==> config.mk <==
export PLATFORM = sky130hd
export DESIGN_NAME = rtc_write_ctrl
export DESIGN_NICKNAME = d
export VERILOG_FILES = /design/src/panel_pkg.sv /design/src/rtc_reg_pkg.sv /design/src/key_if.sv /design/src/rtc_write_ctrl.sv /design/src/field_editor.sv /design/src/init_timer.sv /design/src/key_strobe.sv
export SDC_FILE = /design/constraint.sdc
export NUM_CORES = 1
export LEC_CHECK = 0
export BUFFER_PORTS_ARGS = -buffer_cell sky130_fd_sc_hd__buf_4
export CAP_MARGIN = 25
export CELL_PAD_IN_SITES_DETAIL_PLACEMENT = 0
export CELL_PAD_IN_SITES_GLOBAL_PLACEMENT = 1
export CORE_UTILIZATION = 38
export CTS_BUF_LIST = sky130_fd_sc_hd__clkbuf_8 sky130_fd_sc_hd__clkbuf_16
export CTS_CLUSTER_DIAMETER = 200
export DETAILED_ROUTE_END_ITERATION = 7
export GPL_ROUTABILITY_DRIVEN = 0
export PLACE_DENSITY_LB_ADDON = 0.15
export SLEW_MARGIN = 20
export SYNTH_ARGS = -nofsm -noshare
export SYNTH_HDL_FRONTEND = slang
export SYNTH_SLANG_ARGS = --single-unit
==> constraint.sdc <==
create_clock -name clk -period 3.2 [get_ports clk]
set_input_delay 0.48 -clock clk [delete_from_list [all_inputs] [get_ports clk]]
set_output_delay 0.48 -clock clk [all_outputs]
set_load 0.05 [all_outputs]
==> src/panel_pkg.sv <==
package panel_pkg;

  // bit positions in the button vector
  localparam logic [1:0] KEY_UP    = 2'd0;
  localparam logic [1:0] KEY_DOWN  = 2'd1;
  localparam logic [1:0] KEY_LEFT  = 2'd2;
  localparam logic [1:0] KEY_RIGHT = 2'd3;

  localparam int DEF_PRESS_LIMIT = 256;  // hold cycles before a pulse
  localparam int DEF_INIT_HOLD   = 768;  // settle cycles after restart

endpackage

==> src/rtc_reg_pkg.sv <==
package rtc_reg_pkg;

  // editable fields in chip order, index is the offset from the seconds address
  typedef enum logic [2:0] {
    FLD_SEC      = 3'd0,
    FLD_MIN      = 3'd1,
    FLD_HOUR     = 3'd2,
    FLD_DATE     = 3'd3,
    FLD_MONTH    = 3'd4,
    FLD_YEAR     = 3'd5,
    FLD_WEEKDAY  = 3'd6,
    FLD_WEEK_NUM = 3'd7
  } field_t;

  localparam logic [7:0] FIELD_BASE_ADDR = 8'h21;  // seconds
  localparam logic [7:0] CTRL_ADDR       = 8'h02;
  localparam logic [7:0] CTRL_HOLD_DATA  = 8'h10;  // while restart held
  localparam logic [7:0] CTRL_RUN_DATA   = 8'h00;  // settle period
  localparam logic [7:0] IDLE_ADDR       = 8'h00;

  // seconds sits in the low byte so that bytes[FLD_SEC] picks it
  typedef struct packed {
    logic [7:0] week_num;
    logic [7:0] weekday;
    logic [7:0] year;
    logic [7:0] month;
    logic [7:0] date;
    logic [7:0] hours;
    logic [7:0] minutes;
    logic [7:0] seconds;
  } time_fields_t;

  typedef union packed {
    time_fields_t    field;  // filled by name at the top
    logic [7:0][7:0] bytes;  // read by field index
  } time_bank_u;

endpackage
==> src/key_if.sv <==
`timescale 1ns/100ps

interface key_if;

  logic up;     // one-cycle pulses, never two at once
  logic down;
  logic left;
  logic right;

  modport src (
    output up, down, left, right
  );

  modport dst (
    input up, down, left, right
  );

endinterface

==> src/rtc_write_ctrl.sv <==
`timescale 1ns/100ps

module rtc_write_ctrl #(
  parameter int PRESS_LIMIT = panel_pkg::DEF_PRESS_LIMIT,
  parameter int INIT_HOLD   = panel_pkg::DEF_INIT_HOLD
) (
  input  logic       clk,
  input  logic       reset,
  input  logic       restart_i,
  input  logic       rw_i,
  input  logic       up_i,
  input  logic       down_i,
  input  logic       left_i,
  input  logic       right_i,
  input  logic [7:0] seconds_i,
  input  logic [7:0] minutes_i,
  input  logic [7:0] hours_i,
  input  logic [7:0] date_i,
  input  logic [7:0] month_i,
  input  logic [7:0] year_i,
  input  logic [7:0] weekday_i,
  input  logic [7:0] week_num_i,
  output logic       init_o,
  output logic [7:0] address_o,
  output logic [7:0] data_o
);

  import panel_pkg::*;
  import rtc_reg_pkg::*;

  logic [3:0] buttons;
  time_bank_u bank;
  logic       in_init;
  logic       settle_done;

  assign buttons[KEY_UP]    = up_i;
  assign buttons[KEY_DOWN]  = down_i;
  assign buttons[KEY_LEFT]  = left_i;
  assign buttons[KEY_RIGHT] = right_i;

  assign bank.field.seconds  = seconds_i;
  assign bank.field.minutes  = minutes_i;
  assign bank.field.hours    = hours_i;
  assign bank.field.date     = date_i;
  assign bank.field.month    = month_i;
  assign bank.field.year     = year_i;
  assign bank.field.weekday  = weekday_i;
  assign bank.field.week_num = week_num_i;

  key_if keys ();

  key_strobe #(
    .PRESS_LIMIT (PRESS_LIMIT)
  ) u_key_strobe (
    .clk       (clk),
    .reset     (reset),
    .buttons_i (buttons),
    .keys      (keys.src)
  );

  init_timer #(
    .INIT_HOLD (INIT_HOLD)
  ) u_init_timer (
    .clk           (clk),
    .reset         (reset),
    .restart_i     (restart_i),
    .in_init_i     (in_init),
    .settle_done_o (settle_done)
  );

  field_editor u_field_editor (
    .clk           (clk),
    .reset         (reset),
    .restart_i     (restart_i),
    .rw_i          (rw_i),
    .settle_done_i (settle_done),
    .bank_i        (bank),
    .keys          (keys.dst),
    .in_init_o     (in_init),
    .init_o        (init_o),
    .address_o     (address_o),
    .data_o        (data_o)
  );

endmodule

==> src/field_editor.sv <==
`timescale 1ns/100ps

module field_editor (
  input  logic                    clk,
  input  logic                    reset,
  input  logic                    restart_i,
  input  logic                    rw_i,
  input  logic                    settle_done_i,
  input  rtc_reg_pkg::time_bank_u bank_i,
  key_if.dst                      keys,
  output logic                    in_init_o,
  output logic                    init_o,
  output logic [7:0]              address_o,
  output logic [7:0]              data_o
);

  import rtc_reg_pkg::*;

  logic       init_q;
  field_t     field_q;
  logic       hold;
  logic [7:0] cur_byte;

  assign hold     = reset || restart_i;
  assign cur_byte = bank_i.bytes[field_q];  // readback of the selected field

  always_ff @(posedge clk or posedge reset)
  begin
    if (reset)
    begin
      init_q  <= 1'b1;
      field_q <= FLD_SEC;
    end
    else if (restart_i)
    begin
      init_q <= 1'b1;
    end
    else if (init_q)
    begin
      if (settle_done_i)
      begin
        init_q  <= 1'b0;
        field_q <= FLD_SEC;  // always start editing at seconds
      end
    end
    else if (!rw_i)
    begin
      if (keys.right)
        field_q <= field_t'(field_q + 3'd1);  // 3-bit wrap
      else if (keys.left)
        field_q <= field_t'(field_q - 3'd1);
    end
  end

  assign in_init_o = init_q;
  assign init_o    = hold;

  always_comb
  begin
    address_o = IDLE_ADDR;
    data_o    = 8'h00;
    if (hold)
    begin
      address_o = CTRL_ADDR;
      data_o    = CTRL_HOLD_DATA;
    end
    else if (init_q)
    begin
      address_o = CTRL_ADDR;
      data_o    = CTRL_RUN_DATA;
    end
    else if (!rw_i)
    begin
      address_o = FIELD_BASE_ADDR + {5'd0, field_q};
      if (keys.up)
        data_o = cur_byte + 8'd1;
      else if (keys.down)
        data_o = cur_byte - 8'd1;
      else
        data_o = cur_byte;
    end
  end

endmodule

==> src/init_timer.sv <==
`timescale 1ns/100ps

module init_timer #(
  parameter int INIT_HOLD = panel_pkg::DEF_INIT_HOLD
) (
  input  logic clk,
  input  logic reset,
  input  logic restart_i,
  input  logic in_init_i,
  output logic settle_done_o
);

  localparam int CNT_W = $clog2(INIT_HOLD + 1);

  logic [CNT_W-1:0] settle_cnt_q;
  logic             done_q;

  always_ff @(posedge clk or posedge reset)
  begin
    if (reset)
    begin
      settle_cnt_q <= '0;
      done_q       <= 1'b0;
    end
    else if (!in_init_i || restart_i)
    begin
      settle_cnt_q <= '0;  // held clear outside the settle period
      done_q       <= 1'b0;
    end
    else
    begin
      if (settle_cnt_q != CNT_W'(INIT_HOLD))
        settle_cnt_q <= settle_cnt_q + 1'b1;
      if (settle_cnt_q == CNT_W'(INIT_HOLD))
        done_q <= 1'b1;  // stays set until in_init drops
    end
  end

  assign settle_done_o = done_q;

endmodule

==> src/key_strobe.sv <==
`timescale 1ns/100ps

module key_strobe #(
  parameter int PRESS_LIMIT = panel_pkg::DEF_PRESS_LIMIT
) (
  input  logic       clk,
  input  logic       reset,
  input  logic [3:0] buttons_i,
  key_if.src         keys
);

  import panel_pkg::*;

  localparam int CNT_W = $clog2(PRESS_LIMIT + 2);

  logic [CNT_W-1:0] hold_cnt_q;
  logic [3:0]       last_q;
  logic [3:0]       pulse_q;
  logic             single;
  logic             same;

  assign single = $onehot(buttons_i);
  assign same   = single && (buttons_i == last_q);  // same lone button as last edge

  always_ff @(posedge clk or posedge reset)
  begin
    if (reset)
    begin
      hold_cnt_q <= '0;
      last_q     <= '0;
      pulse_q    <= '0;
    end
    else
    begin
      last_q  <= buttons_i;
      pulse_q <= '0;
      if (!single)
        hold_cnt_q <= '0;  // release or chord
      else if (!same)
        hold_cnt_q <= CNT_W'(1);
      else if (hold_cnt_q <= CNT_W'(PRESS_LIMIT))
        hold_cnt_q <= hold_cnt_q + 1'b1;  // stops at PRESS_LIMIT+1, one pulse per press
      if (same && hold_cnt_q == CNT_W'(PRESS_LIMIT))
        pulse_q <= buttons_i;
    end
  end

  assign keys.up    = pulse_q[KEY_UP];
  assign keys.down  = pulse_q[KEY_DOWN];
  assign keys.left  = pulse_q[KEY_LEFT];
  assign keys.right = pulse_q[KEY_RIGHT];

endmodule

Yosys cells after proc, flatten, opt, wreduce, memory -nomap -nowiden
Index checks and enable logic that the tools add are counted.

$mul: 0. Div/mod/pow operators: 0. Equal/unequal tests: 8. Muxes and demuxes: 26. $lt $le $gt $ge: 2. Reduce and logical (&&, ||, !) cells: 9. Shifts and indexed selects: 0. Add/subtract/negate cells: 10. Bitwise operators: 1.

Operator list (count): 2-to-1 mux 8 bit (9); 2-to-1 mux 9 bit (3); binary-select mux 8 bit (select 3 bit) (1); 2-to-1 mux 10 bit (2); 2-to-1 mux 3 bit (5); adder 10 x 1 -> 10 bit, second input constant (1); equality test 10 bit, second input constant (1); inequality test 10 bit, second input constant (1); adder 9 x 1 -> 9 bit, second input constant (1); equality test 9 bit, second input constant (1); <= comparator 9 bit, second input constant (1); adder 8 x 1 -> 8 bit, second input constant (1); subtractor 8 x 1 -> 8 bit, second input constant (1); adder 6 x 3 -> 7 bit, first input constant (1); 2-to-1 mux 1 bit (5); adder 1 x 1 -> 2 bit (2); equality test 4 bit (1); less-than comparator 3 x 4 -> 1 bit, second input constant (1); 2-to-1 mux 4 bit (1); AND reduction 4 bit (1); nonzero test 2 bit (2); adder 3 x 1 -> 3 bit, second input constant (1); adder 3 bit (1); equality test 3 x 1 -> 1 bit, second input constant (1); 9 further kinds (11).

Word-level logic and storage cells: 63. Latch bits: 0. Register bits: 32. Memories kept: 0. Memory bits (writable): 0. Input bits: 72. Memory bits (read-only): 0. Output and inout bits: 17.

Longest topological paths before layout
Gate-level depths: netlist (run 1).

Depth after elaboration: 8. Mapped depth: 9. Mapped depth without buffers: 8.

Modules after synthesis
A second synthesis (run 1) with hierarchy kept.

Cell total of the unflattened synthesis: 258. Area, all modules: 2558.7 um^2.

Modules (own cells, without submodules): field_editor (area each 1136.1 um^2, instances 1, cells each 123, sequential area each 101.3 um^2); key_strobe (area each 829.5 um^2, instances 1, cells each 76, sequential area each 425.4 um^2); init_timer (area each 593.1 um^2, instances 1, cells each 59, sequential area each 275.3 um^2).

Least setup slack after synthesis (run 1)
OpenSTA, ideal clock, no wires.

Path type: reg2out. From: reg u_field_editor.field_q[0]. To: out data_o[6]. Required time: 2.720 ns. Path buffers: 1. Stages on the path, launching flop included: 10. Arrival time: 3.110 ns. Setup slack: -0.390 ns. Cell sequence: dfrtp_1 -> buf_6 -> mux4_1 -> mux2_2 -> inv_1 -> ha_1 -> nand2_1 -> or3_4 -> a22oi_1 -> mux2i_1.

Longest elaborated chain between the ends: 8. Elaborated cells between the ends (all ways): 9. Classes of those cells: add/sub: 2; mux: 7.

Ends and longest elaborated chain: start: declaration (line field_editor.sv:20) `field_t field_q;`; start signal: assignment (line field_editor.sv:49) `field_q <= field_t'(field_q + 3'd1);`; start signal: assignment (line field_editor.sv:51) `field_q <= field_t'(field_q - 3'd1);`; binary-select mux 8 bit (select 3 bit) (*) (line field_editor.sv:25) `assign cur_byte = bank_i.bytes[field_q];`; 2-to-1 mux 8 bit (not written as such) (*) (line field_editor.sv:25); subtractor 8 x 1 -> 8 bit (line field_editor.sv:78) `data_o = cur_byte - 8'd1;`; 2-to-1 mux 8 bit (line field_editor.sv:77) `else if (keys.down)`; 2-to-1 mux 8 bit (*) (line field_editor.sv:75) `if (keys.up)`; 2-to-1 mux 8 bit (*) (line field_editor.sv:72) `else if (!rw_i)`; 2-to-1 mux 8 bit (*) (line field_editor.sv:67) `else if (init_q)`; 2-to-1 mux 8 bit (*) (line field_editor.sv:62) `if (hold)`; end: declaration (line rtc_write_ctrl.sv:25) `output logic [7:0] data_o`.

Mark *: on every way between the ends. The rest lies on a longest branch, timed or not. The select of a mux whose other input is x is not followed.

Worst setup path in the final report (run 1)
From: reg u_field_editor.field_q[0]. To: out data_o[4].

Same word-level chain as after synthesis.

==> flow_summary.json, run 1 <==
{
  "status": "finished with violations",
  "violations": "negative setup slack",
  "r2r_start": "u_key_strobe.hold_cnt_q[0]",
  "min_period_over_period_pct": 104,
  "grt_pass1_vias": 2119,
  "postSynth.asyncResetShare_pct": 100,
  "final_nets": 424,
  "core_um2": 6350,
  "grt_overflow": 0,
  "ios": 89,
  "hpwl_um": 4680,
  "synth_warnings": 0,
  "peakVddDrop_uv": 244,
  "critPathMaxFanout": 3,
  "synth-edff-count": 0,
  "layout_common_cells": "buf_4 (95), nor2_1 (30), dfrtp_1 (30)",
  "wl_per_cell_um": 14.6,
  "finalMaxSlewViolations": 0,
  "syn_inst": 240,
  "setup_ws_ns": -0.142,
  "cts_tree": "built",
  "cp.required_ns": 2.72,
  "synth_flop_cell": "dfrtp_1",
  "power.density_nw_per_um2": 317,
  "cts_root_buffer": "clkbuf_8",
  "start_util_pct": 39.5,
  "synth-seq-cells": 32,
  "ff2ff_path_depth": 7,
  "final.setup.tns_ns": -0.468,
  "ff2ff_setup_slack_ns": 1.09,
  "syn-cell-area_um2": 2510,
  "dp.cells": 402,
  "drive_gt1_share_pct": 45.5,
  "io_buffers": 85,
  "rows": 29,
  "met2_usage_pct": 30.3,
  "grt_max_degree": 27,
  "wl_um": 6120,
  "path_cells": "buf_12 -> mux4_2 -> mux2_4 -> inv_2 -> ha_4 -> nand2_2 -> or3_4 -> a2111oi_4 -> or3b_4 -> buf_8",
  "hold_path.class": "in2async",
  "die_y_um": 83.3,
  "max_cap_viol_count": 0,
  "viasPerCell": 5.11,
  "antenna_found_initial": 0,
  "worst_path_max_delay_cell": "mux4_2",
  "utilization_pct": 55.8,
  "fin_cells": 418,
  "dieArea_um2": 6930,
  "max_stage_delay_ns": 0.50,
  "worstSetupPathType": "reg2out",
  "worstMarginPinSlew_ns": 0.506,
  "clk_latency_ns": 0.28,
  "drt_iter0_markers": 78,
  "max-slew-margin-rel_pct": 65.9,
  "cellLeakagePower_nw": 1.60,
  "drc": 0,
  "diodes": 0,
  "track_usage_pct": 18.4,
  "ys_seq_area_share_pct": 32.0,
  "worstReg2RegEnd": "u_key_strobe.hold_cnt_q[0]",
  "fin_skew_ns": 0.00835,
  "cp-end-kind": "output pin",
  "final_common_cell": "buf_4",
  "ctsHtreeMaxLevel": 2,
  "ant_nets": 0,
  "gr-usage-met1_pct": 25.2,
  "clock_sinks": 32,
  "cts_buffers": 5,
  "vias": 2134,
  "clkTransAtPathRegs_ns": 0.07,
  "grt_pass1_wl_um": 10400,
  "cp-start-kind": "flop",
  "die_w_um": 83.3,
  "cp.arrival_ns": 2.86,
  "fmax_ghz": 0.299,
  "firstDrtPassIters": 4,
  "yosys.cell_types.count": 48,
  "final.min_clock_period_ns": 3.34,
  "finalSetupViolations": 4,
  "use_met3_pct": 3.78,
  "busiest_layer": "met2",
  "area_growth_pct": 41.1,
  "grt_setup_unrepaired": "yes",
  "hold_viol": 0,
  "cts_max_path_buffers": 2,
  "syn_avg_cell_area_um2": 10.5
}
cells by family (layout without fill, tap and decap cells):
kind of cell	Yosys count	after routing	share of synthesized area [%]
other	1	3	0.149
AND/OR/NAND/NOR	95	95	20.7
XOR/XNOR	22	22	7.68
adder cells (fa/ha/maj)	12	12	6.58
buffers and inverters	27	126	5.23
multiplexers	27	27	21.0
AO/OA/AOI/OAI	24	24	6.63
flip-flops	32	32	32.0
area by class of cell:
class	count	area (um2)
Fill cell	575	2810
Multi-Input combinational cell	183	1660
Timing Repair Buffer	105	842
Sequential cell	32	803
Tap cell	77	96.3
Clock buffer	6	82.6
Inverter	13	48.8
Clock inverter	2	7.51
worst max-delay path by stage:
| stage | start | cells past startpoint | endpoint | slack, ns |
|---|---|---|---|---|
| global placement | u_field_editor.field_q[0] | 9 | data_o[6] | -0.06 |
| detailed placement | u_field_editor.field_q[0] | 9 | data_o[6] | -0.11 |
| CTS | u_field_editor.field_q[0] | 10 | data_o[4] | -0.13 |
| global route | u_field_editor.field_q[0] | 10 | data_o[4] | -0.24 |
| finish | u_field_editor.field_q[0] | 10 | data_o[4] | -0.14 |
| floorplan | u_field_editor.field_q[0] | 9 | data_o[6] | -0.18 |
flip-flops by register name, summed over array words and instances (netlist names):
signal / cells
u_key_strobe.hold_cnt_q: 9
u_init_timer.settle_cnt_q: 10
u_key_strobe.pulse_q: 4
u_field_editor.field_q: 3
u_key_strobe.last_q: 4
u_field_editor.in_init_o: 1
u_init_timer.settle_done_o: 1
metrics by stage:
step	setup WS, ns	power [W]	instance area [um2]	hold WS (ns)
final	-0.142	0.00112	3540	0.130
after global routing	-0.241	0.00118	3540	0.147
after global placement	-0.0647	0.000761	3280	0.435
after detailed placement	-0.113	0.000766	3280	0.436
after CTS	-0.133	0.00111	3460	0.134
after floorplan	-0.180	0.000639	2540	0.481
worst max-delay path, delay by kind of cell, from the launching register on:
kind | cells | cell delay, ns
multiplexers | 2 | 0.80
AND/OR/NAND/NOR | 3 | 0.59
flip-flops | 1 | 0.42
buffers and inverters | 3 | 0.34
AO/OA/AOI/OAI | 1 | 0.30
adder cells (fa/ha/maj) | 1 | 0.14
metal layers:
layer  share of wire [%]  vias to the layer above  wire length, um
li1                    -                     1056                -
met1                  47                     1021             2890
met2                  48                       50             2940
met3                 3.9                        7              239
met4                0.78                        0               48
met5                   0                        -                0
timing repair:
action,4_1_cts,5_1_grt
hold buffers,0,0
pin swaps,6,5
setup buffers,3,6
setup endpoints to repair,6,6
gates resized for setup,24,7
Yosys cell counts, types with 3 or more instances:
master,n,area (um2)
nor2_1,30,113
nor3_1,3,15.0
or3_1,3,18.8
nand2_1,11,41.3
ha_1,10,125
nand2b_1,5,31.3
or2_2,3,18.8
xor2_1,15,131
a21oi_1,6,30.0
and2_1,5,31.3
mux2_4,4,60.1
buf_4,3,22.5
a22oi_1,4,30.0
mux2_2,3,33.8
o21ai_0,7,35.0
nand4_1,7,43.8
xnor2_1,7,61.3
inv_1,12,45.0
mux2i_1,4,40.0
dfrtp_1,31,776
nand3_1,10,50.1
clkbuf_1,9,33.8
mux4_1,9,236
and3_1,4,25.0
mux4_2,7,158
report_power, final:
group / leakage, nW / switching (W) / internal (W)
combinational: 1.12 / 0.000161 / 0.000215
sequential: 0.427 / 0.0000142 / 0.000416
clock: 0.0538 / 0.000147 / 0.000169
Note: power is estimated with default switching activity, not from simulation.
==> run 2: changes to the inputs <==
- PLACE_DENSITY_LB_ADDON: 0.15 -> 0.1
==> run 2 against run 1 <==
Compared with the run above:
- the flow still finishes with violations (negative setup slack)
- cell area decreased by 1.8%
- critical path depth unchanged
- total power decreased by 0.55%
- fmax increased by 1.8%
- sequential cell count unchanged
- hold slack improved by 0.16 ns
- worst setup slack improved by 0.059 ns
- via count decreased by 1.2%
- count of clock-buffer cells in the layout increased by 1
- global-route usage increased by 0.19 points
- sequential power about the same
==> flow_summary.json, run 2 (synthesis results as in run 1) <==
{
  "status": "finished with violations",
  "violations": "negative setup slack",
  "clkTransAtPathRegs_ns": 0.06,
  "cts_root_buffer": "clkbuf_8",
  "grt_overflow": 0,
  "grt_setup_unrepaired": "yes",
  "cp-start-kind": "flop",
  "final.min_clock_period_ns": 3.28,
  "drt_iter0_markers": 75,
  "cts_hold_buf": 0,
  "power.density_nw_per_um2": 321,
  "finalSetupViolations": 3,
  "cts_tree": "built",
  "rows": 29,
  "track_usage_pct": 18.5,
  "peakVddDrop_uv": 250,
  "io_buffers": 85,
  "p_total_w": 0.00112,
  "worstReg2RegEnd": "u_key_strobe.hold_cnt_q[0]",
  "final_common_cell": "buf_4",
  "largestRegisters": "u_init_timer.settle_cnt_q x10, u_key_strobe.hold_cnt_q x9",
  "dieArea_um2": 6930,
  "ff2ff_setup_slack_ns": 1.11,
  "hold_viol": 0,
  "grt_pass1_wl_um": 10400,
  "ctsHtreeMaxLevel": 2,
  "ios": 89,
  "drive_gt1_share_pct": 44.6,
  "gr-usage-met1_pct": 23.3,
  "area_growth_pct": 38.6,
  "clock_sinks": 32,
  "final.setup.tns_ns": -0.174,
  "ff2ff_path_depth": 7,
  "fin_skew_ns": 0.00669,
  "die_y_um": 83.3,
  "drc": 0,
  "use_met3_pct": 3.98,
  "setup_ws_ns": -0.0825,
  "worstSetupPathType": "reg2out",
  "core_um2": 6350,
  "diodes": 0,
  "die_w_um": 83.3,
  "registers.top_by_ff_count": "u_init_timer.settle_cnt_q",
  "firstDrtPassIters": 4,
  "cts_max_path_buffers": 2,
  "critPathMaxFanout": 4,
  "cp.required_ns": 2.72,
  "start_util_pct": 39.5,
  "grt_max_degree": 33,
  "met2_usage_pct": 31.8,
  "layout_common_cells": "buf_4 (92), nor2_1 (30), dfrtp_1 (29)",
  "viasPerCell": 5.13,
  "hpwl_um": 4710,
  "finalMaxSlewViolations": 0,
  "hold_path.class": "in2async",
  "antenna_found_initial": 0,
  "wl_per_cell_um": 14.9,
  "cts_buffers": 5,
  "wl_um": 6110,
  "final_nets": 417,
  "vias": 2109,
  "grt_pass1_vias": 2131,
  "cp-end-kind": "output pin",
  "min_period_over_period_pct": 103,
  "busiest_layer": "met2",
  "ant_nets": 0,
  "r2r_start": "u_key_strobe.hold_cnt_q[0]",
  "clk_latency_ns": 0.28,
  "cellLeakagePower_nw": 1.56,
  "cp.arrival_ns": 2.80,
  "max_cap_viol_count": 0,
  "fmax_ghz": 0.305,
  "largest_reg_flops": 10
}
[run 2: layout make-up]
| cell class | instances | area [um2] |
|---|---|---|
| fillers | 591 | 2870 |
| multi-input cells | 183 | 1660 |
| flip-flops and latches | 32 | 805 |
| clock buffers | 7 | 96.3 |
| repair buffers | 98 | 771 |
| inverters | 13 | 51.3 |
| well taps | 77 | 96.3 |
| clock inverters | 1 | 3.75 |
[run 2: critical path, cell delays in order, from the launching register on]
cell,delay (ns)
dfrtp_2,0.40
buf_12,0.12
mux4_2,0.49
mux2_4,0.29
inv_4,0.06
ha_4,0.13
nand2_2,0.04
or3_4,0.37
nand4_1,0.08
or3b_4,0.38
buf_8,0.16
[run 2: where the power goes]
group	leakage [nW]	switching, W	total, W	internal (W)
Sequential	0.425	0.0000141	0.000431	0.000417
Combinational	1.08	0.000155	0.000353	0.000198
Clock	0.0557	0.000139	0.000332	0.000193
Total	1.56	0.000308	0.00112	0.000808
[run 2: stage by stage]
step                      cells  setup WS [ns]  hold slack [ns]  instance area, um2  utilization, %
after floorplan             242         -0.180            0.481                2540               -
after global placement      400        -0.0103            0.500                3270            51.4
after detailed placement    400        -0.0420            0.503                3270            51.4
after CTS                   410        -0.0927            0.298                3450            54.4
after global routing        411         -0.193            0.333                3480            54.8
final                       411        -0.0825            0.292                3480            54.8
[run 2: timing repair]
item                                   4_1_cts  5_1_grt
setup endpoints to repair                    6        6
pin swaps                                    4        3
gates resized for setup                     20        6
endpoints found under the hold margin        0        0
setup buffers                                2        1
[run 2: worst max path at each step]
stage                                    startpoint         to  slack [ns]
after floorplan           u_field_editor.field_q[0]  data_o[6]       -0.18
after global placement    u_field_editor.field_q[0]  data_o[6]       -0.01
after detailed placement  u_field_editor.field_q[0]  data_o[6]       -0.04
after CTS                 u_field_editor.field_q[0]  data_o[4]       -0.09
after global routing      u_field_editor.field_q[0]  data_o[6]       -0.19
final                     u_field_editor.field_q[0]  data_o[4]       -0.08
[run 2: layer usage]
| layer | wire [um] | vias up |
|---|---|---|
| met3 | 317 | 8 |
| met2 | 3000 | 53 |
| met1 | 2710 | 1008 |
| met4 | 87 | 0 |
| met5 | 0 | - |
| li1 | - | 1040 |
==> run 3: changes to the inputs <==
- CORE_UTILIZATION: 38 -> 41
- clock period: 3.2 -> 3.95 ns (I/O delays scaled with it)
==> run 3 against run 2 <==
Compared with the run above:
- the run now ends clean
- sequential power is 18% lower
- hold slack better by 0.0025 ns
- non-clock buffer count is 10 lower
- critical endpoint is now data_o[6]
==> flow_summary.json, run 3 (synthesis results as in run 1) <==
{
  "vias": 2090,
  "fmax_ghz": 0.271,
  "area_growth_pct": 30.5,
  "track_usage_pct": 19.3,
  "max_stage_delay_ns": 0.60,
  "diodes": 0,
  "core_um2": 5920,
  "final.setup.tns_ns": 0,
  "start_util_pct": 42.4,
  "drc": 0,
  "pwr-share-comb_pct": 29.0,
  "dieArea_um2": 6440,
  "nFillCells": 565,
  "clk_latency_ns": 0.28,
  "intPower_w": 0.000592,
  "power.density_nw_per_um2": 252,
  "multi_input_area_um2": 1580,
  "power.switching_w": 0.000234,
  "registers.top_by_ff_count": "u_init_timer.settle_cnt_q",
  "max_cap_viol_count": 0,
  "fin_cells": 399,
  "ios": 89,
  "drt_iter0_markers": 55,
  "critPathMaxFanout": 7,
  "grt_pass1_vias": 2013,
  "fin_skew_ns": 0.00928,
  "hold_path.class": "in2async",
  "worst-path-buf-inv": 2,
  "cts_resized": 0,
  "drive_gt1_share_pct": 36.7,
  "clock_sinks": 32,
  "p_sw_share_pct": 28.3,
  "cts_buffers": 5,
  "clkTransAtPathRegs_ns": 0.07,
  "final_common_cell": "buf_4",
  "ant_nets": 0,
  "grt_setup_unrepaired": "no",
  "worst_path_max_delay_cell": "mux4_1",
  "min_period_over_period_pct": 93.5,
  "die_w_um": 80.2,
  "wl_per_cell_um": 14.7,
  "ff2ff_setup_slack_ns": 1.87,
  "worstSetupPathType": "reg2out",
  "cts_hold_buf": 0,
  "grt_pass1_wl_um": 9450,
  "cp-start-kind": "flop",
  "largest_reg_flops": 10,
  "p_clk_share_pct": 28.4,
  "r2r_start": "u_key_strobe.hold_cnt_q[0]",
  "grt_max_degree": 24,
  "cts_max_path_buffers": 2,
  "layout_common_cells": "buf_4 (88), dfrtp_1 (31), nor2_1 (30)",
  "peakVddDrop_uv": 141,
  "finalSetupViolations": 0,
  "cp.arrival_ns": 3.10,
  "grt_overflow": 0,
  "final_nets": 407,
  "crit_family": "multiplexers",
  "cts_root_buffer": "clkbuf_8",
  "hold_viol": 0,
  "wl_um": 5870,
  "cellLeakagePower_nw": 1.51,
  "viasPerCell": 5.24,
  "cp-startpoint": "u_field_editor.field_q[0]",
  "final.min_clock_period_ns": 3.69,
  "die_y_um": 80.2,
  "pwr-share-seq_pct": 42.6,
  "ctsHtreeMaxLevel": 2,
  "regArea_um2": 802,
  "cts_setup_buffers": 0,
  "cp-end-kind": "output pin",
  "largestRegisters": "u_init_timer.settle_cnt_q x10, u_key_strobe.hold_cnt_q x9",
  "dp.cells": 391,
  "path_cells": "mux4_1 -> mux2_2 -> inv_1 -> ha_1 -> nand2_1 -> or3_4 -> a22oi_1 -> mux2i_1 -> buf_4",
  "status": "completed",
  "antenna_found_initial": 0,
  "io_buffers": 85,
  "hpwl_um": 4730,
  "cts_tree": "built",
  "firstDrtPassIters": 4,
  "cp.required_ns": 3.36,
  "finalMaxSlewViolations": 0,
  "rows": 28
}
-- run 3: layout make-up --
| cell class | count | share of cell area, % |
|---|---|---|
| multi-input combinational | 183 | 48.4 |
| sequential | 32 | 24.5 |
| tap | 75 | 2.87 |
| inverter | 13 | 1.49 |
| clock buffer | 5 | 2.10 |
| clock inverter | 3 | 0.497 |
| timing repair buffer | 88 | 20.2 |
-- run 3: power groups by stage --
stage | combinational [W] | clock, W | sequential (W)
floorplan | 0.000167 | 0 | 0.000350
global placement | 0.000237 | 0 | 0.000358
detailed placement | 0.000242 | 0 | 0.000358
CTS | 0.000243 | 0.000243 | 0.000352
global route | 0.000266 | 0.000259 | 0.000353
finish | 0.000239 | 0.000234 | 0.000352
-- run 3: path summary, 6_finish.rpt --
| path | endpoint | cells after the start |
|---|---|---|
| hold reg to reg | u_init_timer.settle_done_o | 2 |
| max in group asynchronous | u_field_editor.field_q[0] | 3 |
| min in group clk | u_key_strobe.last_q[1] | 1 |
| hold / removal | u_init_timer.settle_done_o | 2 |
| setup reg to reg | u_key_strobe.hold_cnt_q[0] | 7 |
| setup / recovery | data_o[6] | 9 |
-- run 3: per-layer routing --
layer	global-route usage (%)	routed length, um	vias to the layer above
met1	23.2	2500	997
met3	5.00	460	7
met5	0	0	-
met4	5.00	62	0
li1	-	-	1029
met2	33.9	2840	57
-- run 3: per-stage QoR --
step | total power (W) | utilization [%] | hold slack, ns | area [um2] | setup slack (ns)
floorplan | 0.000517 | - | 0.481 | 2520 | 0.229
global placement | 0.000595 | 53.9 | 0.499 | 3190 | 0.498
detailed placement | 0.000600 | 53.9 | 0.506 | 3190 | 0.505
CTS | 0.000838 | 55.3 | 0.300 | 3270 | 0.240
global route | 0.000878 | 55.3 | 0.305 | 3270 | 0.0707
finish | 0.000825 | 55.3 | 0.295 | 3270 | 0.258
